--- src/verilog/videoPkg.sv ---
`default_nettype none

package videoPkg;

   // screen and background geometry
   localparam int LINE_WIDTH = 32;
   localparam int NUM_LINES = 32;
   localparam int TILE_SIZE = 8;
   localparam int MAP_TILES = 8;

   localparam int X_BITS = $clog2(LINE_WIDTH);
   localparam int Y_BITS = $clog2(NUM_LINES);
   localparam int ROW_BITS = $clog2(TILE_SIZE);
   localparam int BG_BITS = $clog2(MAP_TILES * TILE_SIZE);   // background wraps at 64 pixels

   // video memory layout
   localparam int VRAM_ADDR_BITS = 8;
   localparam int VRAM_WORDS = 2 ** VRAM_ADDR_BITS;
   localparam logic [VRAM_ADDR_BITS-1:0] TILE_BASE = 8'h00;   // 16 tiles of 8 rows
   localparam logic [VRAM_ADDR_BITS-1:0] MAP_BASE = 8'h80;   // two map entries per word

   // host byte addresses
   localparam logic [15:0] VRAM_BUS_BASE = 16'h8000;
   localparam logic [15:0] VRAM_BUS_LIMIT = VRAM_BUS_BASE + 16'(4 * VRAM_WORDS);
   localparam logic [15:0] REG_CONTROL_ADDR = 16'hFF40;
   localparam logic [15:0] REG_SCROLLY_ADDR = 16'hFF44;
   localparam logic [15:0] REG_SCROLLX_ADDR = 16'hFF48;
   localparam logic [15:0] REG_PALETTE_ADDR = 16'hFF4C;

   localparam logic [1:0] RESP_OKAY = 2'd0;
   localparam logic [1:0] RESP_DECERR = 2'd3;

   // host bridge states
   localparam logic [1:0] BRIDGE_IDLE = 2'd0;
   localparam logic [1:0] BRIDGE_MEM_WAIT = 2'd1;
   localparam logic [1:0] BRIDGE_READ_DATA = 2'd2;
   localparam logic [1:0] BRIDGE_WRITE_RESP = 2'd3;

   // renderer states
   localparam logic [2:0] REND_IDLE = 3'd0;
   localparam logic [2:0] REND_MAP_REQ = 3'd1;
   localparam logic [2:0] REND_MAP_DATA = 3'd2;
   localparam logic [2:0] REND_TILE_DATA = 3'd3;
   localparam logic [2:0] REND_EMIT = 3'd4;

   typedef struct packed {
      logic [7:0] planeHi;
      logic [7:0] planeLo;
   } tileRow;

   typedef struct packed {
      logic [7:0] entryOdd;
      logic [7:0] entryEven;
   } mapPair;

   // one memory word seen either as a tile row or as two map entries
   typedef union packed {
      tileRow row;
      mapPair pair;
   } vramWord;

endpackage

`default_nettype wire

--- src/verilog/vramArbiter.sv ---
`timescale 1ns/100ps
`default_nettype none

module vramArbiter (
   input  logic                                renderReq,
   input  logic [videoPkg::VRAM_ADDR_BITS-1:0] renderAddr,
   output logic                                renderGrant,
   input  logic                                hostReq,
   input  logic [videoPkg::VRAM_ADDR_BITS-1:0] hostAddr,
   input  logic                                hostWrite,
   input  logic [1:0]                          hostByteEnable,
   input  logic [15:0]                         hostWriteData,
   output logic                                hostGrant,
   output logic [videoPkg::VRAM_ADDR_BITS-1:0] memAddr,
   output logic                                memWriteEnable,
   output logic [1:0]                          memByteEnable,
   output logic [15:0]                         memWriteData
);

   // renderer has fixed priority, the host waits while it asks
   assign renderGrant = renderReq;
   assign hostGrant = hostReq && !renderReq;

   assign memAddr = renderReq ? renderAddr : hostAddr;
   assign memWriteEnable = hostGrant && hostWrite;   // renderer path is read only
   assign memByteEnable = hostGrant ? hostByteEnable : 2'b00;
   assign memWriteData = hostWriteData;

endmodule

`default_nettype wire
--- config.mk ---
export PLATFORM = sky130hd
export DESIGN_NAME = vramArbiter
export DESIGN_NICKNAME = d
export VERILOG_FILES = /design/src/verilog/videoPkg.sv /design/src/verilog/vramArbiter.sv
export SDC_FILE = /design/constraint.sdc
export NUM_CORES = 1
export LEC_CHECK = 0
export ABC_AREA = 1
export BUFFER_PORTS_ARGS = -buffer_cell sky130_fd_sc_hd__buf_2
export CELL_PAD_IN_SITES_DETAIL_PLACEMENT = 2
export CELL_PAD_IN_SITES_GLOBAL_PLACEMENT = 2
export CORE_MARGIN = 4
export CORE_UTILIZATION = 10
export DETAILED_ROUTE_END_ITERATION = 16
export PLACE_DENSITY_LB_ADDON = 0.08
export SLEW_MARGIN = 20
export SYNTH_ARGS = -nofsm -noshare
export SYNTH_HDL_FRONTEND = slang
export SYNTH_SLANG_ARGS = --single-unit
--- constraint.sdc ---
create_clock -name vclk -period 0.9
set_input_delay 0.045 -clock vclk [all_inputs]
set_output_delay 0.045 -clock vclk [all_outputs]
set_load 0.02 [all_outputs]
-- Word-level counts from Yosys, hierarchy flattened
Index checks and enable logic that the tools add are counted.
- add/sub/neg operators: 0
- multipliers: 0
- div/mod/pow operators: 0
- $lt $le $gt $ge: 0
- equal/unequal tests: 0
- shift operators: 0
- mux-type cells: 2
- bitwise operators: 0
- reductions and logical operators: 3
- operators by type and width (kind ; number):
    8-bit two-way mux ; 1
    1-bit logical AND ; 2
    2-bit two-way mux ; 1
    1-bit logical NOT ; 1
- flip-flop bits (word level): 0
- latch bits: 0
- RAM bits: 0
- memory bits (read-only): 0
- bits of input ports: 37
- output and inout bits: 29
- memories: 0

-- Logic depth before layout (Yosys ltp)
Gate-level depths: netlist of run 1.
- word-level depth: 3
- depth in mapped cells: 4

-- Worst setup path after synthesis of run 1
No wires, ideal clock.
- path type: input port to output port
- start point: input port renderReq
- end point: output port memByteEnable[0]
- arrival time: 0.481 ns
- data required time: 0.855 ns
- setup slack: 0.374 ns
- cell stages on the path: 4
- buffers on the path: 1
- cells stage by stage: buf_6 inv_8 nand2_4 nor2_2
- word-level cells in the longest chain between the ends: 3
- RTL lines (element ; RTL line ; text):
    start, declared ; vramArbiter.sv:5 ; input logic renderReq,
    1-bit logical NOT ; vramArbiter.sv:22 ; assign hostGrant = hostReq && !renderReq;
    1-bit logical AND ; vramArbiter.sv:22 ;
    2-bit two-way mux ; vramArbiter.sv:26 ; assign memByteEnable = hostGrant ? hostByteEnable : 2'b00;
    end, declared ; vramArbiter.sv:16 ; output logic [1:0] memByteEnable,
No other way between the ends.

-- Worst setup path after layout of run 1
Same ends and word-level chain as after synthesis.

==> impl_metrics.csv, run 1 <==
group,metric,value,unit
critical_path,cp.arrival,650,ps
global_routing,grt_usage,4.949,%
final_layout,final_common_cell,"buf_2",
global_routing,grt_pass1_wl,1476,um
die,die_y,61.41,um
final_layout,fin_area,355.3,um2
synthesis,avgSynthCellArea,5.594,um2
synthesis,yosys-top-cells-area,"buf_4, nand2_1, nor2_2",
synthesis,synth_top_area_cell,"buf_4",
run,maxCapViolCount,0,
pwr,power.density,536.1,nW/um2
synthesis,syn_area,285.3,um2
die,placementRows,19,
global_routing,grt.busiest_layer,"met2",
die,die-area,3771,um2
timing,hold_viol_final,0,
placement,io_buffers,34,
timing,fin_setup_tns,0,ps
timing,fin_crit,690.0,ps
route,ant_nets,0,
critical_path,startpoint_type,"primary input",
timing,setup_slack,210.0,ps
pwr,power,0.0001905,W
timing,worst_pin_slew,255.4,ps
pwr,power.share.clock,0,%
timing,max_freq,1449,MHz
synthesis,synth_cell_types,7,
final_layout,nFlopsAndLatches,0,
critical_path,endpoint_kind,"primary output",
global_routing,antenna_found_initial,0,
route,dr.pass1.iters,2,
pwr,vdd.ir_drop.worst,95.47,uV
final_layout,seq_area,0,um2
final_layout,synthToLayoutAreaGrowth,24.56,%
synthesis,yosysWarnings,0,
global_routing,grt_max_degree,11,
hold_path,min_path_type,"in -> out",
route,initialDrtViolationCount,2,
critical_path,crit_type,"in -> out",
pwr,power.net_switching,0.0001142,W
pwr,p_leak,0.2533,nW
critical_path,cp.required,850,ps
critical_path,path_delay_family,"buffers and inverters",
timing,setup_violations,0,
final_layout,drive_gt1_share,58.21,%
synthesis,yosys.area_share.simple,42.11,%
timing,slew_headroom,82.98,%
synthesis,syn_inst,51,
pwr,switching_share,59.97,%
cts,postCtsSetupBuffers,0,
timing,rsz0062_at_grt,"no",
final_layout,mostFrequentLayoutCells,"buf_2, nand2_1, inv_1",
route,drt_wl_total,1013,um
synthesis,synth-compound-area-share,0,%
timing,final_max_slew_viol_count,0,
pwr,combPwrFrac,100.0,%
synthesis,synth_fa_ha_area_share,0,%
final_layout,n_antenna_cell,0,
route,vias_per_cell,3.296,
pwr,seqPwrFrac,0,%
synthesis,synth_top_cell_area_share,44.74,%
global_routing,grt.met2_usage,9.668,%
synthesis,synth_top_family_by_area,"buffers and inverters",
cts,ctsHoldBuffers,0,
global_routing,grt_pass1_vias,335,
critical_path,path_max_fanout,10,
pwr,internal_power,0.00007626,W
route,drc,0,
die,start_util,10.43,%
placement,place_area,355.3,um2
die,io_pins,66,
placement,dpl_worst_slack,189.7,ps
critical_path,cp_cell_sequence,"buf_2 -> inv_8 -> nand2_4 -> nor2_2 -> buf_2",
critical_path,path_common_cell,"buf_2",
synthesis,muxShareOfSynthArea,0,%
critical_path,worst-path-buf-inv,3,
die,fp.dieW,61.41,um
die,core_area,2734,um2
final_layout,nets,106,
critical_path,critPathSlowestCell,"buf_2",
route,routedWlPerCell,10.34,um
global_routing,overflow,0,
synthesis,synth_fp_nets,88,
placement,gp_congestion,0.6146,
global_routing,gr-usage-met3,1.887,%
synthesis,synth-xor-area-share,0,%
timing,finalCritPeriodShare,76.67,%
route,num_vias,323,
critical_path,cp_slowest_stage_delay,190,ps
global_routing,use_met1,5.217,%
final_layout,clock_buffers,0,
synthesis,ys_seq_area_share,0,%
status,outcome,"finished clean",
cts,cts.repair.resized,0,
[through the flow]
step / hold slack, ps / instances / util, %
3_5_place_dp: 90.14 / 98 / 13.00
5_1_grt: 90.03 / 98 / 13.00
3_3_place_gp: 90.14 / 98 / 13.00
4_1_cts: 90.14 / 98 / 13.00
6_report: 90.01 / 98 / 13.00
2_1_floorplan: 195.7 / 51 / -
[area by class of cell]
cell class,instances,area (um2)
Inverter,5,26.28
Timing Repair Buffer,34,170.2
Fill cell,354,2379
Multi-Input combinational cell,28,120.1
Tap cell,31,38.79
[synth_stat cells]
library cell and n:
nand2_4 1, inv_8 1, nor2_2 3, buf_6 1, nand2_1 24, inv_1 4, buf_4 17
[power by group through the flow]
| stage | combinational [W] | sequential [W] | clock (W) |
|---|---|---|---|
| final | 0.000190 | 0 | 0 |
| after global routing | 0.000214 | 0 | 0 |
| after CTS | 0.000197 | 0 | 0 |
| after global placement | 0.000197 | 0 | 0 |
| after floorplan | 0.000215 | 0 | 0 |
| after detailed placement | 0.000197 | 0 | 0 |
[path summary, 6_finish.rpt]
kind,depth (start not counted),slack [ps],startpoint,end
worst max-delay path,5,210,renderReq,memByteEnable[0]
worst min-delay path,0,90,hostWriteData[15],memWriteData[15]
[kinds of logic after synthesis]
group / Yosys count
simple gates: 28
buf+inv: 23
[routing by layer]
layer	wire [um]	share of wire (%)
met5	0	0
met4	0	0
met3	159	16
met1	308	30
met2	545	54
Note: power is estimated with default switching activity, not from simulation.
==> run 2: changes to the inputs <==
Settings changed: ABC_AREA 1 to 0.
Clock period 0.9 ns to 0.8 ns, I/O delays scaled along.
==> impl_metrics.csv, run 2 <==
group,metric,value,unit
critical_path,cp.required,760,ps
route,ant_nets,0,
placement,gp_congestion,0.7285,
pwr,p_leak,0.2467,nW
synthesis,avgSynthCellArea,9.676,um2
synthesis,synth_cell_types,6,
final_layout,seq_area,0,um2
synthesis,synth_top_area_cell,"buf_4",
cts,postCtsSetupBuffers,0,
synthesis,syn_inst,30,
placement,io_buffers,34,
die,start_util,10.53,%
die,fp.dieW,61.88,um
pwr,power.density,612.6,nW/um2
timing,hold_viol_final,0,
timing,worst_pin_slew,124.5,ps
final_layout,mostFrequentLayoutCells,"buf_2, mux2_4, and3b_2, buf_6",
final_layout,drive_gt1_share,100.0,%
global_routing,grt.busiest_layer,"met2",
synthesis,yosysWarnings,0,
final_layout,synthToLayoutAreaGrowth,48.71,%
critical_path,startpoint_type,"primary input",
final_layout,clock_buffers,0,
synthesis,synth_fp_nets,67,
global_routing,grt_usage,5.101,%
cts,ctsHoldBuffers,0,
final_layout,final_core_util,15.65,%
final_layout,fin_area,431.7,um2
route,drt_wl_total,1177,um
critical_path,path_max_fanout,6,
placement,place_area,380.4,um2
critical_path,critPathSlowestCell,"mux2_4",
global_routing,grt_pass1_wl,1504,um
die,io_pins,66,
route,dr.pass1.iters,2,
route,vias_per_cell,3.468,
synthesis,syn_area,290.3,um2
timing,max_freq,1267,MHz
synthesis,ys_seq_area_share,0,%
hold_path,min_path_type,"in -> out",
status,outcome,"finished clean",
global_routing,overflow,0,
placement,placed_cells_incl_taps,78,
route,initialDrtViolationCount,3,
placement,place_hpwl,1044,um
timing,slew_headroom,91.76,%
pwr,vdd.ir_drop.worst,155.2,uV
synthesis,synth_top_cell_area_share,43.97,%
critical_path,endpoint_kind,"primary output",
route,routedWlPerCell,14.90,um
timing,whs,80.04,ps
die,placementRows,19,
critical_path,crit_type,"in -> out",
timing,final_max_slew_viol_count,0,
route,drc,0,
final_layout,nFlopsAndLatches,0,
critical_path,cp_slowest_stage_delay,290,ps
critical_path,cp_cell_sequence,"buf_6 -> buf_12 -> mux2_4 -> buf_2",
final_layout,n_antenna_cell,0,
hold_path,holdPathStages,0,
global_routing,grt_max_degree,7,
run,maxCapViolCount,0,
global_routing,gr-usage-met3,3.926,%
global_routing,use_met1,5.617,%
timing,finalCritPeriodShare,98.67,%
timing,fin_crit,789.4,ps
final_layout,stdcell_count,79,
global_routing,antenna_found_initial,0,
timing,rsz0062_at_grt,"yes",
synthesis,synth_commonest_cells,"buf_4, mux2_4, and3b_2",
global_routing,grt_pass1_vias,277,
synthesis,synth.most_common_cell,"buf_4",
final_layout,nets,87,
die,die_y,61.88,um
die,die-area,3829,um2
synthesis,yosys-top-cells-area,"buf_4, mux2_4, and3b_2",
critical_path,cp.arrival,750,ps
route,num_vias,274,
global_routing,grt.met2_usage,8.371,%
timing,setup_violations,0,
final_layout,final_common_cell,"buf_2",
die,core_area,2758,um2
[run 2: changes by cell type in the layout (fill, tap and decap cells not counted), sizes merged]
cell and delta:
nand2 -25, inv -5, and2b +1, and3b +3
buf +2, mux2 +8, nor2 -3
[run 2: cell families (layout without fill, tap and decap cells)]
| kind of cell | count (synthesis) | after routing | share of synthesized area [%] |
|---|---|---|---|
| buffers and inverters | 18 | 36 | 47.84 |
| multiplexers | 8 | 8 | 38.79 |
| AND/OR/NAND/NOR | 4 | 4 | 13.36 |
[run 2: repair_timing]
action | CTS | global route
gates cloned | 1 | 0
endpoints found under the setup margin | 6 | 4
resized for setup | 6 | 3
[run 2: path summary, 6_finish.rpt]
path | start | end | slack, ps
max | renderReq | memAddr[1] | 10
min | hostWriteData[11] | memWriteData[11] | 80
[run 2: area by class of cell]
| type | count | area [um2] |
|---|---|---|
| fillers | 330 | 2326 |
| well taps | 31 | 38.79 |
| multi-input cells | 12 | 151.4 |
| repair buffers | 36 | 241.5 |
[run 2: per-stage QoR]
stage | setup TNS (ps) | setup WS (ps) | total power (W)
floorplan | 0 | 265.4 | 0.0002522
global placement | -2.778 | -2.248 | 0.0002341
detailed placement | -118.1 | -33.01 | 0.0002405
CTS | 0 | 0.2265 | 0.0002695
global route | -5.108 | -5.108 | 0.0002829
finish | 0 | 10.63 | 0.0002644
[run 2: report_power, final]
part | total [W] | switching [W] | internal, W
Clock | 0 | 0 | 0
Combinational | 0.000264 | 0.000117 | 0.000147
Sequential | 0 | 0 | 0
[run 2: critical path, delay by kind of cell]
family                 cells  cell delay, ps
multiplexers               1             290
buffers and inverters      3             410
[run 2: routing by layer]
layer,wire (um),part of all wire [%]
met5,0,0
met2,598,51
met1,366,31
met4,0,0
met3,213,18
