File: src/verilog/videoPkg.sv
`default_nettype none

package videoPkg;

   // screen and background geometry
   localparam int LINE_WIDTH = 32;
   localparam int NUM_LINES = 32;
   localparam int TILE_SIZE = 8;
   localparam int MAP_TILES = 8;

   localparam int X_BITS = $clog2(LINE_WIDTH);
   localparam int Y_BITS = $clog2(NUM_LINES);
   localparam int ROW_BITS = $clog2(TILE_SIZE);
   localparam int BG_BITS = $clog2(MAP_TILES * TILE_SIZE);   // background wraps at 64 pixels

   // video memory layout
   localparam int VRAM_ADDR_BITS = 8;
   localparam int VRAM_WORDS = 2 ** VRAM_ADDR_BITS;
   localparam logic [VRAM_ADDR_BITS-1:0] TILE_BASE = 8'h00;   // 16 tiles of 8 rows
   localparam logic [VRAM_ADDR_BITS-1:0] MAP_BASE = 8'h80;   // two map entries per word

   // host byte addresses
   localparam logic [15:0] VRAM_BUS_BASE = 16'h8000;
   localparam logic [15:0] VRAM_BUS_LIMIT = VRAM_BUS_BASE + 16'(4 * VRAM_WORDS);
   localparam logic [15:0] REG_CONTROL_ADDR = 16'hFF40;
   localparam logic [15:0] REG_SCROLLY_ADDR = 16'hFF44;
   localparam logic [15:0] REG_SCROLLX_ADDR = 16'hFF48;
   localparam logic [15:0] REG_PALETTE_ADDR = 16'hFF4C;

   localparam logic [1:0] RESP_OKAY = 2'd0;
   localparam logic [1:0] RESP_DECERR = 2'd3;

   // host bridge states
   localparam logic [1:0] BRIDGE_IDLE = 2'd0;
   localparam logic [1:0] BRIDGE_MEM_WAIT = 2'd1;
   localparam logic [1:0] BRIDGE_READ_DATA = 2'd2;
   localparam logic [1:0] BRIDGE_WRITE_RESP = 2'd3;

   // renderer states
   localparam logic [2:0] REND_IDLE = 3'd0;
   localparam logic [2:0] REND_MAP_REQ = 3'd1;
   localparam logic [2:0] REND_MAP_DATA = 3'd2;
   localparam logic [2:0] REND_TILE_DATA = 3'd3;
   localparam logic [2:0] REND_EMIT = 3'd4;

   typedef struct packed {
      logic [7:0] planeHi;
      logic [7:0] planeLo;
   } tileRow;

   typedef struct packed {
      logic [7:0] entryOdd;
      logic [7:0] entryEven;
   } mapPair;

   // one memory word seen either as a tile row or as two map entries
   typedef union packed {
      tileRow row;
      mapPair pair;
   } vramWord;

endpackage

`default_nettype wire

File: src/verilog/lineRenderer.sv
`timescale 1ns/100ps
`default_nettype none

module lineRenderer (
   input  logic                                db,
   input  logic                                rst,
   input  logic                                drawLine,
   input  logic                                lcdEnable,
   input  logic [videoPkg::BG_BITS-1:0]        scrollX,
   input  logic [videoPkg::BG_BITS-1:0]        scrollY,
   input  logic [7:0]                          bgPalette,
   output logic                                renderReq,
   output logic [videoPkg::VRAM_ADDR_BITS-1:0] renderAddr,
   input  logic                                renderGrant,
   input  logic [15:0]                         memReadData,
   output logic                                pixelValid,
   output logic [videoPkg::X_BITS-1:0]         pixelX,
   output logic [videoPkg::Y_BITS-1:0]         pixelY,
   output logic [1:0]                          shade,
   output logic                                lineDone,
   output logic                                frameDone
);
   import videoPkg::*;

   logic [2:0] state;
   logic [X_BITS-1:0] xPos;
   logic [Y_BITS-1:0] lineCount;
   logic [BG_BITS-1:0] bgX;
   logic [BG_BITS-1:0] bgY;
   logic [BG_BITS-1:0] fetchBgX;
   logic [ROW_BITS-1:0] col;
   vramWord fetchWord;
   tileRow tileCache;
   logic [7:0] mapEntry;
   logic [1:0] colour;
   logic lastPixel;
   logic lastInTile;

   assign bgX = BG_BITS'(xPos) + scrollX;
   assign bgY = BG_BITS'(lineCount) + scrollY;
   assign fetchBgX = (state == REND_EMIT) ? bgX + BG_BITS'(1) : bgX;   // emit prefetches the next tile
   assign col = bgX[ROW_BITS-1:0];
   assign fetchWord = memReadData;
   assign mapEntry = bgX[ROW_BITS] ? fetchWord.pair.entryOdd : fetchWord.pair.entryEven;
   assign colour = {tileCache.planeHi[3'd7 - col], tileCache.planeLo[3'd7 - col]};
   assign lastPixel = xPos == X_BITS'(LINE_WIDTH - 1);
   assign lastInTile = col == ROW_BITS'(TILE_SIZE - 1);

   always_comb
   begin
      renderReq = 1'b0;
      renderAddr = MAP_BASE +
         VRAM_ADDR_BITS'({bgY[BG_BITS-1:ROW_BITS], fetchBgX[BG_BITS-1:ROW_BITS+1]});
      case (state)
         REND_MAP_REQ: renderReq = 1'b1;
         REND_EMIT: renderReq = lastInTile && !lastPixel;
         REND_MAP_DATA:
         begin
            // the map word arrives now, so the tile row is asked for at once
            renderReq = 1'b1;
            renderAddr = TILE_BASE + VRAM_ADDR_BITS'({mapEntry[3:0], bgY[ROW_BITS-1:0]});
         end
         default: renderReq = 1'b0;
      endcase
   end

   always_ff @(posedge db)
   begin
      if (rst)
      begin
         state <= REND_IDLE;
         xPos <= '0;
         lineCount <= '0;
         pixelValid <= 1'b0;
         lineDone <= 1'b0;
         frameDone <= 1'b0;
      end
      else
      begin
         pixelValid <= 1'b0;
         lineDone <= 1'b0;
         frameDone <= 1'b0;
         case (state)
            REND_IDLE:
               if (drawLine && lcdEnable)
               begin
                  xPos <= '0;
                  state <= REND_MAP_REQ;
               end
            REND_MAP_REQ:
               if (renderGrant)
                  state <= REND_MAP_DATA;
            REND_MAP_DATA:
               if (renderGrant)
                  state <= REND_TILE_DATA;
            REND_TILE_DATA: state <= REND_EMIT;
            REND_EMIT:
            begin
               pixelValid <= 1'b1;
               xPos <= xPos + 1'b1;
               if (lastPixel)
               begin
                  lineDone <= 1'b1;
                  frameDone <= lineCount == Y_BITS'(NUM_LINES - 1);
                  lineCount <= lineCount + 1'b1;   // wraps to line 0 after the frame
                  state <= REND_IDLE;
               end
               else if (lastInTile)
                  state <= renderGrant ? REND_MAP_DATA : REND_MAP_REQ;
            end
            default: state <= REND_IDLE;
         endcase
      end
   end

   always_ff @(posedge db)
   begin
      if (state == REND_TILE_DATA)
         tileCache <= fetchWord.row;
      if (state == REND_EMIT)
      begin
         pixelX <= xPos;
         pixelY <= lineCount;
         shade <= bgPalette[2 * colour +: 2];
      end
   end

endmodule

`default_nettype wire

File: config.mk
export PLATFORM = sky130hd
export DESIGN_NAME = lineRenderer
export DESIGN_NICKNAME = d
export VERILOG_FILES = /design/src/verilog/videoPkg.sv /design/src/verilog/lineRenderer.sv
export SDC_FILE = /design/constraint.sdc
export NUM_CORES = 1
export LEC_CHECK = 0
export BUFFER_PORTS_ARGS = -buffer_cell sky130_fd_sc_hd__buf_2
export CAP_MARGIN = 0
export CORE_MARGIN = 4
export CORE_UTILIZATION = 54
export DETAILED_ROUTE_END_ITERATION = 8
export PLACE_DENSITY = 0.81
export SLEW_MARGIN = 20
export SYNTH_ARGS = -nofsm -noshare
export SYNTH_HDL_FRONTEND = slang
export SYNTH_SLANG_ARGS = --single-unit
File: constraint.sdc
create_clock -name db -period 6.6 [get_ports db]
set_input_delay 0.33 -clock db [delete_from_list [all_inputs] [get_ports db]]
set_output_delay 0.33 -clock db [all_outputs]
set_load 0.01 [all_outputs]
* After elaboration in Yosys (flattened, before gate mapping)
Index checks and enable logic that the tools add are counted.
** Storage, ports and cells
- Register bits :: 44
- Output and inout port bits :: 24
- Logic and storage cells :: 63
** Cells by class
- Add/sub/neg operators :: 7
- Muxes and demuxes :: 19
- $lt $le $gt $ge :: 1
- Bitwise gates (word level) :: 2
- Equal/unequal tests :: 11
- Shift operators :: 1
- Reduce and logical (&&, ||, !) cells :: 11
** Operators with widths (number)
- $mux W3 :: 5
- $pmux W3 S5 :: 1
- $add A5 B6 Y6 :: 2
- $add A5 B1 Y5 const B :: 2
- $eq A5 B5 Y1 const B :: 2
- $pmux W5 S2 :: 1
- $add A8 B5 Y8 const A :: 1
- $mux W8 :: 1
- $shiftx A8 B4 Y2 :: 1
- $add A6 B1 Y6 const B :: 1
- $bmux W1 S3 :: 2
- $eq A3 B2 Y1 const B :: 2
- $eq A3 B3 Y1 const B :: 2
- $mux W6 :: 1
- $ne A2 B2 Y1 const B :: 3
- $mux W5 :: 1
- $lt A3 B4 Y1 const B :: 1
- $mux W1 :: 4
- $mux W4 :: 1
- $reduce_and A2 Y1 :: 2
- $reduce_and A4 Y1 :: 1
- $reduce_or A2 Y1 :: 2
- $eq A3 B1 Y1 const B :: 1
- $logic_not A3 Y1 :: 1
- 9 further kinds :: 11

* Longest topological paths before layout
- Depth after elaboration :: 5
- Depth in mapped cells :: 9

* Worst setup path before layout
OpenSTA, ideal clock, no wires.
- Kind :: register to output
- Start point :: register xPos[0]
- End point :: output port renderAddr[1] in the netlist's numbering
- Cell stages (with the launch flop) :: 8
- Buffers on the path :: 0
- Slack :: 4.162 ns
- Data required time :: 6.270 ns
- Arrival :: 2.108 ns
- Cell sequence :: dfxtp_1 > ha_1 > fa_1 > a211oi_1 > o22ai_1 > nor4b_2 > xnor3_1 > o21a_1
** Between the ends
- Word-level cells in the longest chain between the ends :: 5
** Ends and longest elaborated chain
- start: declaration :: RTL line lineRenderer.sv:26 : logic [X_BITS-1:0] xPos;
- start signal: assignment :: RTL line lineRenderer.sv:100 : xPos <= xPos + 1'b1;
- $add A5 B6 Y6 (*) :: RTL line lineRenderer.sv:39 : assign bgX = BG_BITS'(xPos) + scrollX;
- $add A6 B1 Y6 :: RTL line lineRenderer.sv:41 : assign fetchBgX = (state == REND_EMIT) ? bgX + BG_BITS'(1) : bgX;
- $mux W6 (*) :: RTL line lineRenderer.sv:41
- $add A8 B5 Y8 (*) :: RTL line lineRenderer.sv:52 : renderAddr = MAP_BASE +
- $mux W8 (*) :: RTL line lineRenderer.sv:54 : case (state)
- end: declaration :: RTL line lineRenderer.sv:13 : output logic [videoPkg::VRAM_ADDR_BITS-1:0] renderAddr,
Mark *: on every way between the ends. The rest lies on a longest branch, timed or not.

* Worst setup path in the final report
Ends and elaborated chain as after synthesis.

==> results.txt <==
* Run status: finished, final reports clean
* Fraction of the yosys area taken by sequential cells: 0.489
* Vias after detailed routing: 1,771
- Adding up every negative setup slack in the final design gives 0 ps.
- Clock latency reported for the late side of the worst-skew pair: 300 ps
* DRT Pass-1 Iters: 4
- Fin cells: 316
* Placed wire-length estimate: 3790 um
* Last weighted congestion value of the routability-driven placer: ~0.77
- Detailed Route Iter0 Violations: 137
* Synth async-reset ratio: 0
* Number of buffers created by CTS: 5
* WL per Instance: 15.7 um
* Core utilization of the finished layout: 0.683
- Pin count of the biggest net entering global routing: 22
- Hold Fails Final Rpt: 0
- Input and output buffers added on the ports amount to between 60 and 70.
* Worst Tran Pin Value: about 750 ps
* Crit path capture type: output port
* Overall overflow remaining after global route: 0
- Cell count after synthesis: 199
* Hold Path Class: in -> reg
- Summed over all layers, the routed wires come to about 5000 um.
* Worst VDD drop: 0.152 mV
* Unrepaired setup endpoints after global routing: false
* Number of antenna violations at the first check in global routing: 0
* Bufs on Longest Clock Path: 2
- In the final design database the tool counted about 320 nets.
* Die Span Y: 74.3 um
- Post-Synthesis Cell Area: around 2400 um^2
- Summed over all cells, the static leakage comes to 1.23 nW.
- Crit path time final: around 3100 ps
* Setup violations, final: 0
- Clock tree synthesis selected as its root buffer the cell clkbuf_8.
- Routed Antenna Nets: 0
* Cts-stage hold buffer count: 0
- Data required time at the worst endpoint: approximately 6300 ps
* Diode insertion count for antenna repair: 0
* Vias per Instance: 5.60
* Fraction of final layout cells sized beyond drive strength 1: 0.335
- Global Route Usage Sum: 0.195
- The tool flagged a number of max-cap violations equal to 0.
* # H-tree levels: 2
- Yosys reg bits: 44
- Initial Util: 0.576
- Worst Setup Slack, final: 3460 ps
* Number of synthesized flops with an enable pin: 28
- Clock sink count: 44
- Count of final max-slew check failures: 0
- TritonCTS clock tree: built
- Unique masters post-synth: 44
* Clock Pin Slew Worst Setup and Hold Paths: 90 ps
- First-pass GRT wire length: around 8000 um
- The floorplan step defined a core boundary enclosing 4120 um^2.
* Worst slew margin relative to its limit: 0.498
- The setup path with the least slack is of type reg -> out.
- Fin Clk Skew: roughly 7.3 ps
* Kind of start point of the critical path: register
- CP arrival: around 2800 ps
- The floorplan step set the die width to 74.3 um.
- On the final layout, the worst hold slack is 201 ps.
- The average instance in the mapped netlist occupies 11.9 um^2.
- Pre-CTS setup slack: 3730 ps
* Ports: 65
- Dpl cells: 308
* Maximum fanout count along the critical path: 6
- When the netlist entered floorplanning its net count stood at 256.
* Floorplan die area: 5520 um^2
- In the synthesized netlist the dominant register cell turns out to be edfxtp_1.
- Post-CTS Resized: 0
- Count of unresolved DRC violations after routing: 0
- The initialized floorplan defines 23 standard-cell rows.
- Vias in the first global route: 1,729
- In the finished design, the share of the clock period the worst path needs comes to 0.476.
* Yosys warns: 0
- In this run the power density over the cells is 237 nW/um^2.
- Buffers added to address setup during post-CTS repair amount to 0.
- Relative area change from synthesis to final layout: 18.5%
* Maximum frequency from static timing analysis: 318 MHz
==> final timing paths <==
check | from | end | depth (start not counted) | slack [ps]
setup / recovery | xPos[0] | renderAddr[1] | 8 | 3460
setup reg to reg | xPos[0] | shade[0] | 7 | 4100
hold / removal | memReadData[5] | tileCache[5] | 1 | 200
hold reg to reg | xPos[4] | pixelX[4] | 0 | 530
==> where the power goes <==
group / switching [W] / internal (W)
Sequential: 0.0000133 / 0.000306
Clock: 0.0000971 / 0.0000988
Combinational: 0.0000832 / 0.0000673
==> synthesized netlist by cell type (all sizes together), types with 3 or more instances <==
cell	number	area (um^2)
edfxtp	28	841
nor2	23	88.8
dfxtp	16	320
ha	14	175
a21oi	13	68.8
mux2i	11	123
nand2	9	41.3
inv	8	30.0
o21ai	7	35.0
a211oi	6	45.0
nand3	5	25.0
nor2b	5	31.3
xor2	5	51.3
a21o	4	30.0
and3	4	30.0
buf	4	45.0
mux4	4	90.1
a22oi	3	22.5
a31oi	3	18.8
and2	3	20.0
or3	3	18.8
==> cell families after synthesis <==
family,count (synthesis),share of synthesized area
AO/OA/AOI/OAI,44,0.123
XOR/XNOR,8,0.0385
adder cells (fa/ha/maj),16,0.0907
buffers and inverters,13,0.0353
flip-flops,44,0.489
multiplexers,15,0.0897
AND/OR/NAND/NOR,59,0.133
==> registers in the layout (all words and copies together) (netlist names) <==
| name | flops |
|---|---|
| tileCache | 16 |
| lineCount | 5 |
| pixelX | 5 |
| pixelY | 5 |
| xPos | 5 |
| state | 3 |
| shade | 2 |
| frameDone | 1 |
| lineDone | 1 |
| pixelValid | 1 |
==> layout by cell type, fill, tap and decap left out, types with 3 or more instances in the layout <==
cell type  Yosys  final
buf_2          0     64
edfxtp_1      28     28
nor2_1        22     22
dfxtp_1       16     16
ha_1          14     14
a21oi_1       12     12
mux2i_1       10     10
nand2_1        8      8
inv_1          7      7
o21ai_0        7      7
a211oi_1       6      6
nor2b_1        5      5
nand3_1        5      5
clkbuf_8       0      5
a21o_1         4      4
xor2_1         4      4
mux4_2         4      4
and3_1         3      3
a22oi_1        3      3
a31oi_1        3      3
or3_1          3      3
==> through the flow <==
stage | cell area [um^2] | total power (W)
final | 2810 | 0.000666
after global routing | 2810 | 0.000699
after CTS | 2810 | 0.000669
after detailed placement | 2700 | 0.000475
after global placement | 2700 | 0.000471
after floorplan | 2370 | 0.000433
==> per-layer routing <==
metal / vias up / part of all wire / wire length [um] / track usage
li1: 871 / - / - / -
met1: 837 / 0.43 / 2140 / 0.250
met2: 58 / 0.50 / 2500 / 0.336
met3: 5 / 0.053 / 261 / 0.0365
met4: 0 / 0.012 / 60 / 0.0593
met5: - / 0 / 0 / 0
==> area by class of cell <==
type | count | area [um^2]
sequential | 44 | 1160
multi-input combinational | 142 | 1130
timing repair buffer | 64 | 320
inverter | 8 | 30.0
clock buffer | 6 | 93.8
tap | 50 | 62.6
clock inverter | 2 | 16.3
fill | 312 | 1300
==> worst max-delay path, stage by stage (launching register included) <==
cell and delay [ps]:
dfxtp_1 380, ha_1 230, fa_1 420, a211oi_1 400
o22ai_1 170, nor4b_2 320, xnor3_1 270, o21a_1 180
buf_2 130
No activity file was read; power rests on OpenSTA's default activity.
