==> src/verilog/videoPkg.sv <==
`default_nettype none

package videoPkg;

   // screen and background geometry
   localparam int LINE_WIDTH = 32;
   localparam int NUM_LINES = 32;
   localparam int TILE_SIZE = 8;
   localparam int MAP_TILES = 8;

   localparam int X_BITS = $clog2(LINE_WIDTH);
   localparam int Y_BITS = $clog2(NUM_LINES);
   localparam int ROW_BITS = $clog2(TILE_SIZE);
   localparam int BG_BITS = $clog2(MAP_TILES * TILE_SIZE);   // background wraps at 64 pixels

   // video memory layout
   localparam int VRAM_ADDR_BITS = 8;
   localparam int VRAM_WORDS = 2 ** VRAM_ADDR_BITS;
   localparam logic [VRAM_ADDR_BITS-1:0] TILE_BASE = 8'h00;   // 16 tiles of 8 rows
   localparam logic [VRAM_ADDR_BITS-1:0] MAP_BASE = 8'h80;   // two map entries per word

   // host byte addresses
   localparam logic [15:0] VRAM_BUS_BASE = 16'h8000;
   localparam logic [15:0] VRAM_BUS_LIMIT = VRAM_BUS_BASE + 16'(4 * VRAM_WORDS);
   localparam logic [15:0] REG_CONTROL_ADDR = 16'hFF40;
   localparam logic [15:0] REG_SCROLLY_ADDR = 16'hFF44;
   localparam logic [15:0] REG_SCROLLX_ADDR = 16'hFF48;
   localparam logic [15:0] REG_PALETTE_ADDR = 16'hFF4C;

   localparam logic [1:0] RESP_OKAY = 2'd0;
   localparam logic [1:0] RESP_DECERR = 2'd3;

   // host bridge states
   localparam logic [1:0] BRIDGE_IDLE = 2'd0;
   localparam logic [1:0] BRIDGE_MEM_WAIT = 2'd1;
   localparam logic [1:0] BRIDGE_READ_DATA = 2'd2;
   localparam logic [1:0] BRIDGE_WRITE_RESP = 2'd3;

   // renderer states
   localparam logic [2:0] REND_IDLE = 3'd0;
   localparam logic [2:0] REND_MAP_REQ = 3'd1;
   localparam logic [2:0] REND_MAP_DATA = 3'd2;
   localparam logic [2:0] REND_TILE_DATA = 3'd3;
   localparam logic [2:0] REND_EMIT = 3'd4;

   typedef struct packed {
      logic [7:0] planeHi;
      logic [7:0] planeLo;
   } tileRow;

   typedef struct packed {
      logic [7:0] entryOdd;
      logic [7:0] entryEven;
   } mapPair;

   // one memory word seen either as a tile row or as two map entries
   typedef union packed {
      tileRow row;
      mapPair pair;
   } vramWord;

endpackage

`default_nettype wire

==> src/verilog/hostBridge.sv <==
`timescale 1ns/100ps
`default_nettype none

module hostBridge (
   input  logic                                db,
   input  logic                                rst,
   input  logic [15:0]                         awaddr,
   input  logic                                awvalid,
   output logic                                awready,
   input  logic [31:0]                         wdata,
   input  logic [3:0]                          wstrb,
   input  logic                                wvalid,
   output logic                                wready,
   output logic [1:0]                          bresp,
   output logic                                bvalid,
   input  logic                                bready,
   input  logic [15:0]                         araddr,
   input  logic                                arvalid,
   output logic                                arready,
   output logic [31:0]                         rdata,
   output logic [1:0]                          rresp,
   output logic                                rvalid,
   input  logic                                rready,
   output logic                                hostReq,
   output logic [videoPkg::VRAM_ADDR_BITS-1:0] hostAddr,
   output logic                                hostWrite,
   output logic [1:0]                          hostByteEnable,
   output logic [15:0]                         hostWriteData,
   input  logic                                hostGrant,
   input  logic [15:0]                         memReadData,
   output logic                                lcdEnable,
   output logic [videoPkg::BG_BITS-1:0]        scrollX,
   output logic [videoPkg::BG_BITS-1:0]        scrollY,
   output logic [7:0]                          bgPalette
);
   import videoPkg::*;

   logic [1:0] state;
   logic [7:0] controlReg;
   logic [7:0] regReadData;
   logic regReadHit;
   logic readAccept;
   logic writeAccept;
   logic captureNow;
   logic [31:0] rdataReg;

   function automatic logic isVram(input logic [15:0] addr);
      return (addr >= VRAM_BUS_BASE) && (addr < VRAM_BUS_LIMIT);
   endfunction

   assign arready = state == BRIDGE_IDLE;
   assign awready = (state == BRIDGE_IDLE) && awvalid && wvalid && !arvalid;   // reads go first
   assign wready = awready;
   assign readAccept = arvalid && arready;
   assign writeAccept = awvalid && awready;
   assign hostReq = state == BRIDGE_MEM_WAIT;
   assign lcdEnable = controlReg[0];
   assign rdata = captureNow ? {16'b0, memReadData} : rdataReg;   // memory word is live the cycle after grant

   always_comb
   begin
      regReadHit = 1'b1;
      case (araddr)
         REG_CONTROL_ADDR: regReadData = controlReg;
         REG_SCROLLY_ADDR: regReadData = 8'(scrollY);
         REG_SCROLLX_ADDR: regReadData = 8'(scrollX);
         REG_PALETTE_ADDR: regReadData = bgPalette;
         default:
         begin
            regReadHit = 1'b0;
            regReadData = 8'h00;
         end
      endcase
   end

   always_ff @(posedge db)
   begin
      if (rst)
      begin
         state <= BRIDGE_IDLE;
         bvalid <= 1'b0;
         rvalid <= 1'b0;
         bresp <= RESP_OKAY;
         rresp <= RESP_OKAY;
         captureNow <= 1'b0;
         hostWrite <= 1'b0;
         controlReg <= '0;
         scrollX <= '0;
         scrollY <= '0;
         bgPalette <= '0;
      end
      else
      begin
         captureNow <= 1'b0;
         case (state)
            BRIDGE_IDLE:
               if (readAccept)
               begin
                  if (isVram(araddr))
                  begin
                     hostAddr <= araddr[VRAM_ADDR_BITS+1:2];
                     hostWrite <= 1'b0;
                     state <= BRIDGE_MEM_WAIT;
                  end
                  else
                  begin
                     rdataReg <= 32'(regReadData);
                     rresp <= regReadHit ? RESP_OKAY : RESP_DECERR;
                     rvalid <= 1'b1;
                     state <= BRIDGE_READ_DATA;
                  end
               end
               else if (writeAccept)
               begin
                  if (isVram(awaddr))
                  begin
                     hostAddr <= awaddr[VRAM_ADDR_BITS+1:2];
                     hostWrite <= 1'b1;
                     hostByteEnable <= wstrb[1:0];
                     hostWriteData <= wdata[15:0];
                     state <= BRIDGE_MEM_WAIT;
                  end
                  else
                  begin
                     bresp <= RESP_OKAY;
                     case (awaddr)   // all registers live in byte lane 0
                        REG_CONTROL_ADDR: if (wstrb[0]) controlReg <= wdata[7:0];
                        REG_SCROLLY_ADDR: if (wstrb[0]) scrollY <= wdata[BG_BITS-1:0];
                        REG_SCROLLX_ADDR: if (wstrb[0]) scrollX <= wdata[BG_BITS-1:0];
                        REG_PALETTE_ADDR: if (wstrb[0]) bgPalette <= wdata[7:0];
                        default: bresp <= RESP_DECERR;
                     endcase
                     bvalid <= 1'b1;
                     state <= BRIDGE_WRITE_RESP;
                  end
               end
            BRIDGE_MEM_WAIT:
               if (hostGrant)
               begin
                  if (hostWrite)
                  begin
                     bresp <= RESP_OKAY;
                     bvalid <= 1'b1;
                     state <= BRIDGE_WRITE_RESP;
                  end
                  else
                  begin
                     rresp <= RESP_OKAY;
                     rvalid <= 1'b1;
                     captureNow <= 1'b1;
                     state <= BRIDGE_READ_DATA;
                  end
               end
            BRIDGE_READ_DATA:
            begin
               if (captureNow)
                  rdataReg <= {16'b0, memReadData};   // hold it while rready is low
               if (rready)
               begin
                  rvalid <= 1'b0;
                  state <= BRIDGE_IDLE;
               end
            end
            default:
               if (bready)
               begin
                  bvalid <= 1'b0;
                  state <= BRIDGE_IDLE;
               end
         endcase
      end
   end

endmodule

`default_nettype wire

==> config.mk <==
export PLATFORM = sky130hd
export DESIGN_NAME = hostBridge
export DESIGN_NICKNAME = d
export VERILOG_FILES = /design/src/verilog/videoPkg.sv /design/src/verilog/hostBridge.sv
export SDC_FILE = /design/constraint.sdc
export NUM_CORES = 1
export LEC_CHECK = 0
export BUFFER_PORTS_ARGS = -buffer_cell sky130_fd_sc_hd__clkbuf_2
export CAP_MARGIN = 0
export CORE_MARGIN = 10
export CORE_UTILIZATION = 48
export CTS_CLUSTER_DIAMETER = 50
export DETAILED_ROUTE_END_ITERATION = 8
export PLACE_DENSITY = 0.84
export SYNTH_ARGS = -nofsm -noshare
export SYNTH_HDL_FRONTEND = slang
export SYNTH_SLANG_ARGS = --single-unit
export TNS_END_PERCENT = 5
==> constraint.sdc <==
create_clock -name db -period 3.5 [get_ports db]
set_input_delay 0.175 -clock db [delete_from_list [all_inputs] [get_ports db]]
set_output_delay 0.175 -clock db [all_outputs]
set_load 0.005 [all_outputs]
* Yosys cells after proc, flatten, opt, wreduce, memory -nomap -nowiden
Index checks and enable logic that the tools add are counted.
Storage, ports and cells: register bits 96, input port bits 92
Operators by class: $lt $le $gt $ge 4, equal/unequal tests 21, muxes and demuxes 50, bitwise logic cells 6, reduce and logical (&&, ||, !) cells 32
Operators by type and width (count):
- $eq A16 B16 Y1 const B | 8
- $mux W32 | 3
- $pmux W32 S2 | 1
- $mux W2 | 18
- $reduce_and A6 Y1 | 6
- $ge A16 B16 Y1 const B | 2
- $lt A16 B16 Y1 const B | 2
- $mux W8 | 4
- $pmux W8 S4 | 1
- $mux W1 | 18
- $reduce_and A5 Y1 | 3
- $reduce_and A4 Y1 | 3
- $ne A2 B1 Y1 const B | 5
- $ne A2 B2 Y1 const B | 5
- $pmux W2 S2 | 2
- $reduce_bool A2 Y1 | 4
- $reduce_or A4 Y1 | 2
- $logic_and A1 B1 Y1 | 7
- $reduce_and A7 Y1 | 1
- $not A1 Y1 | 6
- $pmux W1 S3 | 2
- $pmux W2 S3 | 1
- $reduce_bool A3 Y1 | 2
- $reduce_bool A4 Y1 | 1
- 6 further kinds | 6

* Logic depth before layout (Yosys ltp)
depth in word-level cells 8, depth in mapped cells 7, gate-level depth less buffers 6

* Least setup slack after synthesis
OpenSTA, ideal clock, no wires.
path type reg2reg, from register state[0], to register rdataReg[0] (enable), library setup time 0.421 ns, arrival 2.534 ns, data required time 3.079 ns, setup slack 0.545 ns, cell stages (with the launch flop) 7, path buffers 2, period minus slack after synthesis 2.955 ns, cells stage by stage dfxtp_1 -> inv_1 -> ha_1 -> clkbuf_1 -> clkbuf_1 -> a21oi_1 -> nor2_1
On the way: cells in the longest elaborated chain, start to end 4, elaborated cells on any way between the ends 7, classes of those cells eq/ne (3); reduce/logical (4)
Ends and longest elaborated chain:
- start: declaration | line hostBridge.sv:38 | logic [1:0] state;
- start signal: assignment | line hostBridge.sv:80 | state <= BRIDGE_IDLE;
- start signal: assignment | line hostBridge.sv:103 | state <= BRIDGE_MEM_WAIT;
- start signal: assignment | line hostBridge.sv:110 | state <= BRIDGE_READ_DATA;
- $logic_not A2 Y1 | line hostBridge.sv:51, hostBridge.sv:95
- $logic_and A1 B1 Y1 | line hostBridge.sv:54 | assign readAccept = arvalid && arready;
- $ne A2 B1 Y1 (no line)
- $reduce_and A4 Y1 (no line) *
- end signal: assignment | line hostBridge.sv:107 | rdataReg <= 32'(regReadData);
- end signal: assignment | line hostBridge.sv:157 | rdataReg <= {16'b0, memReadData};
- end: declaration | line hostBridge.sv:45 | logic [31:0] rdataReg;
Every way passes the cells marked *; elsewhere a longest branch is shown, timed or not. A chain may end at the register's enable or synchronous reset.

* Worst setup path in the final report
from register state[1], to register hostWriteData[5] (enable)
On the way: cells in the longest elaborated chain, start to end 6, elaborated cells on any way between the ends 8, classes of those cells bitwise (1); reduce/logical (7)
Ends and longest elaborated chain:
- $logic_not A2 Y1 * | line hostBridge.sv:51, hostBridge.sv:52, hostBridge.sv:95
- $logic_and A1 B1 Y1 (3 in a row) | line hostBridge.sv:52 | assign awready = (state == BRIDGE_IDLE) && awvalid && wvalid && !arvalid;
- $logic_and A1 B1 Y1 | line hostBridge.sv:55 | assign writeAccept = awvalid && awready;
- $reduce_and A5 Y1 (no line) *
- end signal: assignment | line hostBridge.sv:120 | hostWriteData <= wdata[15:0];
- end: declaration | line hostBridge.sv:28 | output logic [15:0] hostWriteData,
Marks and branches as above.

==> impl_metrics.env <==
export IMPL_grt_overflow_total=0
export IMPL_setup_violations=0
export IMPL_worst_slew_pin_transition_ps=1140
export IMPL_power_w=0.00290
export IMPL_slowest_delay_ps=560
export IMPL_ys_seq_area_frac=0.553
export IMPL_rsz0062_at_grt="false"
export IMPL_ctsResizeCount=0
export IMPL_critPathMostFrequentCell="inv_1"
export IMPL_ant_nets=0
export IMPL_routed_wl_um=11600
export IMPL_cts_root_buf="clkbuf_8"
export IMPL_crit_path_start_kind="register"
export IMPL_p_leak_nw=2.45
export IMPL_grtUsageTotal=0.164
export IMPL_die_area_um2=13500
export IMPL_cts_tree="done"
export IMPL_slew_headroom=0.238
export IMPL_antennaDiodeCount=0
export IMPL_start_util=0.487
export IMPL_ys_seq_elements=94
export IMPL_grt_pass1_wl_um=17400
export IMPL_cts_buffers_inserted=9
export IMPL_path_cells="inv_1, ha_1, nand4b_1, or3_1, inv_1"
export IMPL_cap_violations=0
export IMPL_antenna_found_initial=0
export IMPL_hold_viol_final=0
export IMPL_cts_htree_levels=3
export IMPL_vias=3378
export IMPL_fmax_ghz=0.391
export IMPL_fp_coreArea_um2=9150
export IMPL_period_share=0.730
export IMPL_gp_congestion=0.883
export IMPL_critical_path_class="reg -> reg"
export IMPL_clock_latency_ps=360
export IMPL_first_iter_violations=144
export IMPL_crit_path_top_delay_cell="inv_1"
export IMPL_arrival_ps=2550
export IMPL_syn_nets=461
export IMPL_synth_edf_count=58
export IMPL_clk_path_buf_depth=2
export IMPL_critPathRequiredTime_ps=3490
export IMPL_drtPass1Iterations=4
export IMPL_status="complete, no violations"
export IMPL_pre_cts_ws_ps=921
export IMPL_grt_pass1_vias=3446
export IMPL_crit_fanout=18
export IMPL_nFillCells=768
export IMPL_endpoint_kind="register"
export IMPL_fp_dieH_um=116
export IMPL_rows=35
export IMPL_post_route_util=0.621
export IMPL_wl_per_cell_um=17.9
export IMPL_syn2layout_area_growth_pct=27.6
export IMPL_p_per_area_nw_per_um2=510
export IMPL_synth_distinct_cells=48
export IMPL_drive_gt1_frac=0.413
export IMPL_synth_cells=366
export IMPL_final_nets=630
export IMPL_clk_pin_slew_ps=100
export IMPL_drcViolationCount=0
export IMPL_fin_area_um2=5690
export IMPL_cts_sink_count=94
export IMPL_ios=182
export IMPL_max_vdd_ir_drop_uv=222
export IMPL_slew_viol_final=0
export IMPL_final_cell_mix="clkbuf_2 (163), edfxtp_1 (58), nand2b_1 (45)"
export IMPL_fp_dieW_um=116
export IMPL_viasPerCell=5.19
export IMPL_syn_cell_area_um2=4450
export IMPL_hp_class="in -> reg"
export IMPL_tns_ps=0
export IMPL_synth_avg_cell_area_um2=12.2
export IMPL_yosysWarnings=0
export IMPL_multiInputGateArea_um2=1850
export IMPL_layout_commonest_cell="clkbuf_2"
export IMPL_hpwl_um=8700
export IMPL_grt_max_degree=49
export IMPL_dpl_cell_area_um2=5330
export IMPL_ff_latch_area_um2=2460
export IMPL_ys_flop_type="edfxtp_1"
export IMPL_portBuffers=163
export IMPL_finalWorstSetupSlack_ps=944
export IMPL_skew_ps=14.7
export IMPL_async_flop_share=0
export IMPL_period_minus_slack_ps=2560
==> area by class of cell <==
class | count | share of cell area
Clock buffer | 10 | 0.0242
Clock inverter | 6 | 0.0134
Inverter | 11 | 0.00726
Multi-Input combinational cell | 239 | 0.325
Sequential cell | 94 | 0.433
Tap cell | 111 | 0.0244
Timing Repair Buffer | 180 | 0.172
==> synthesized netlist by cell type (2+ instances only) <==
master     number  area share
o21ai_0         6      0.0067
clkbuf_1       13       0.011
o21ai_1         5      0.0056
nor4_1          2      0.0028
dfxtp_1        36        0.16
a22oi_1         2      0.0034
nand2b_1       45       0.063
mux2_2         24       0.061
buf_1           2      0.0017
nand3_1         2      0.0022
and2_1         28       0.039
nand3b_1        2      0.0034
a2111oi_0       2      0.0039
nor2_1          4      0.0034
nand2_1        17       0.014
ha_1            3      0.0084
edfxtp_1       58        0.39
a211oi_1        4      0.0067
mux4_2          6       0.030
mux2i_1        29       0.065
buf_2           2      0.0022
or3_1           2      0.0028
nand4_1         6      0.0084
inv_1          11      0.0093
nor3_1          3      0.0034
o31ai_1         2      0.0034
or4_4           2      0.0051
or4_1           2      0.0034
a21oi_1         6      0.0067
nand4b_1        3      0.0059
buf_4           4      0.0067
nor2b_1        17       0.024
==> per-layer routing <==
layer	routed length, um	vias to the layer above	GRT usage
met5	0	-	0
li1	-	1660	-
met4	139	0	0.0484
met2	5850	109	0.279
met1	4760	1598	0.195
met3	880	11	0.0498
==> worst max-delay path: cells and delay by family (launching register included) <==
kind | cells | cell delay (ps)
adder cells (fa/ha/maj) | 1 | 450
buffers and inverters | 2 | 660
flip-flops | 1 | 350
AND/OR/NAND/NOR | 2 | 700
==> state kept, by name (all words and copies together), names as in the netlist, 2 cells and up <==
| name | cells |
|---|---|
| rdataReg | 32 |
| controlReg | 8 |
| state | 2 |
| hostByteEnable | 2 |
| hostWriteData | 16 |
| scrollX | 6 |
| bgPalette | 8 |
| hostAddr | 8 |
| scrollY | 6 |
==> kinds of logic after synthesis <==
logic type	share of synthesized area
AND/OR/NAND/NOR	0.198
flip-flops	0.553
adder cells (fa/ha/maj)	0.00843
AO/OA/AOI/OAI	0.0508
buffers and inverters	0.0334
multiplexers	0.156
==> through the flow <==
step                      hold WS [ps]  instances
after global routing              1.53        651
after CTS                         3.25        649
after global placement             352        621
final                             11.3        651
after detailed placement           354        621
after floorplan                    274        366
==> worst paths after layout <==
| path | from | endpoint | slack, ps | cells past startpoint |
|---|---|---|---|---|
| setup reg to reg | state[1] | hostWriteData[5] | 940 | 5 |
| hold reg to reg | bvalid | bvalid | 470 | 2 |
| hold / removal | wdata[5] | hostWriteData[5] | 10 | 1 |
| setup / recovery | state[1] | hostWriteData[5] | 940 | 5 |
==> power breakdown <==
part	switching (W)	internal [W]	leakage, nW
sequential	0.0000455	0.00133	0.831
combinational	0.000409	0.000344	1.51
clock	0.000405	0.000363	0.109
total	0.000859	0.00204	2.45
==> timing repair <==
action / 4_1_cts / 5_1_grt
buffers inserted: 0 / 0
setup endpoints to repair: 0 / 0
hold buffers: 12 / 2
hold endpoints to repair: 12 / 2
No activity file was read; power rests on OpenSTA's default activity.
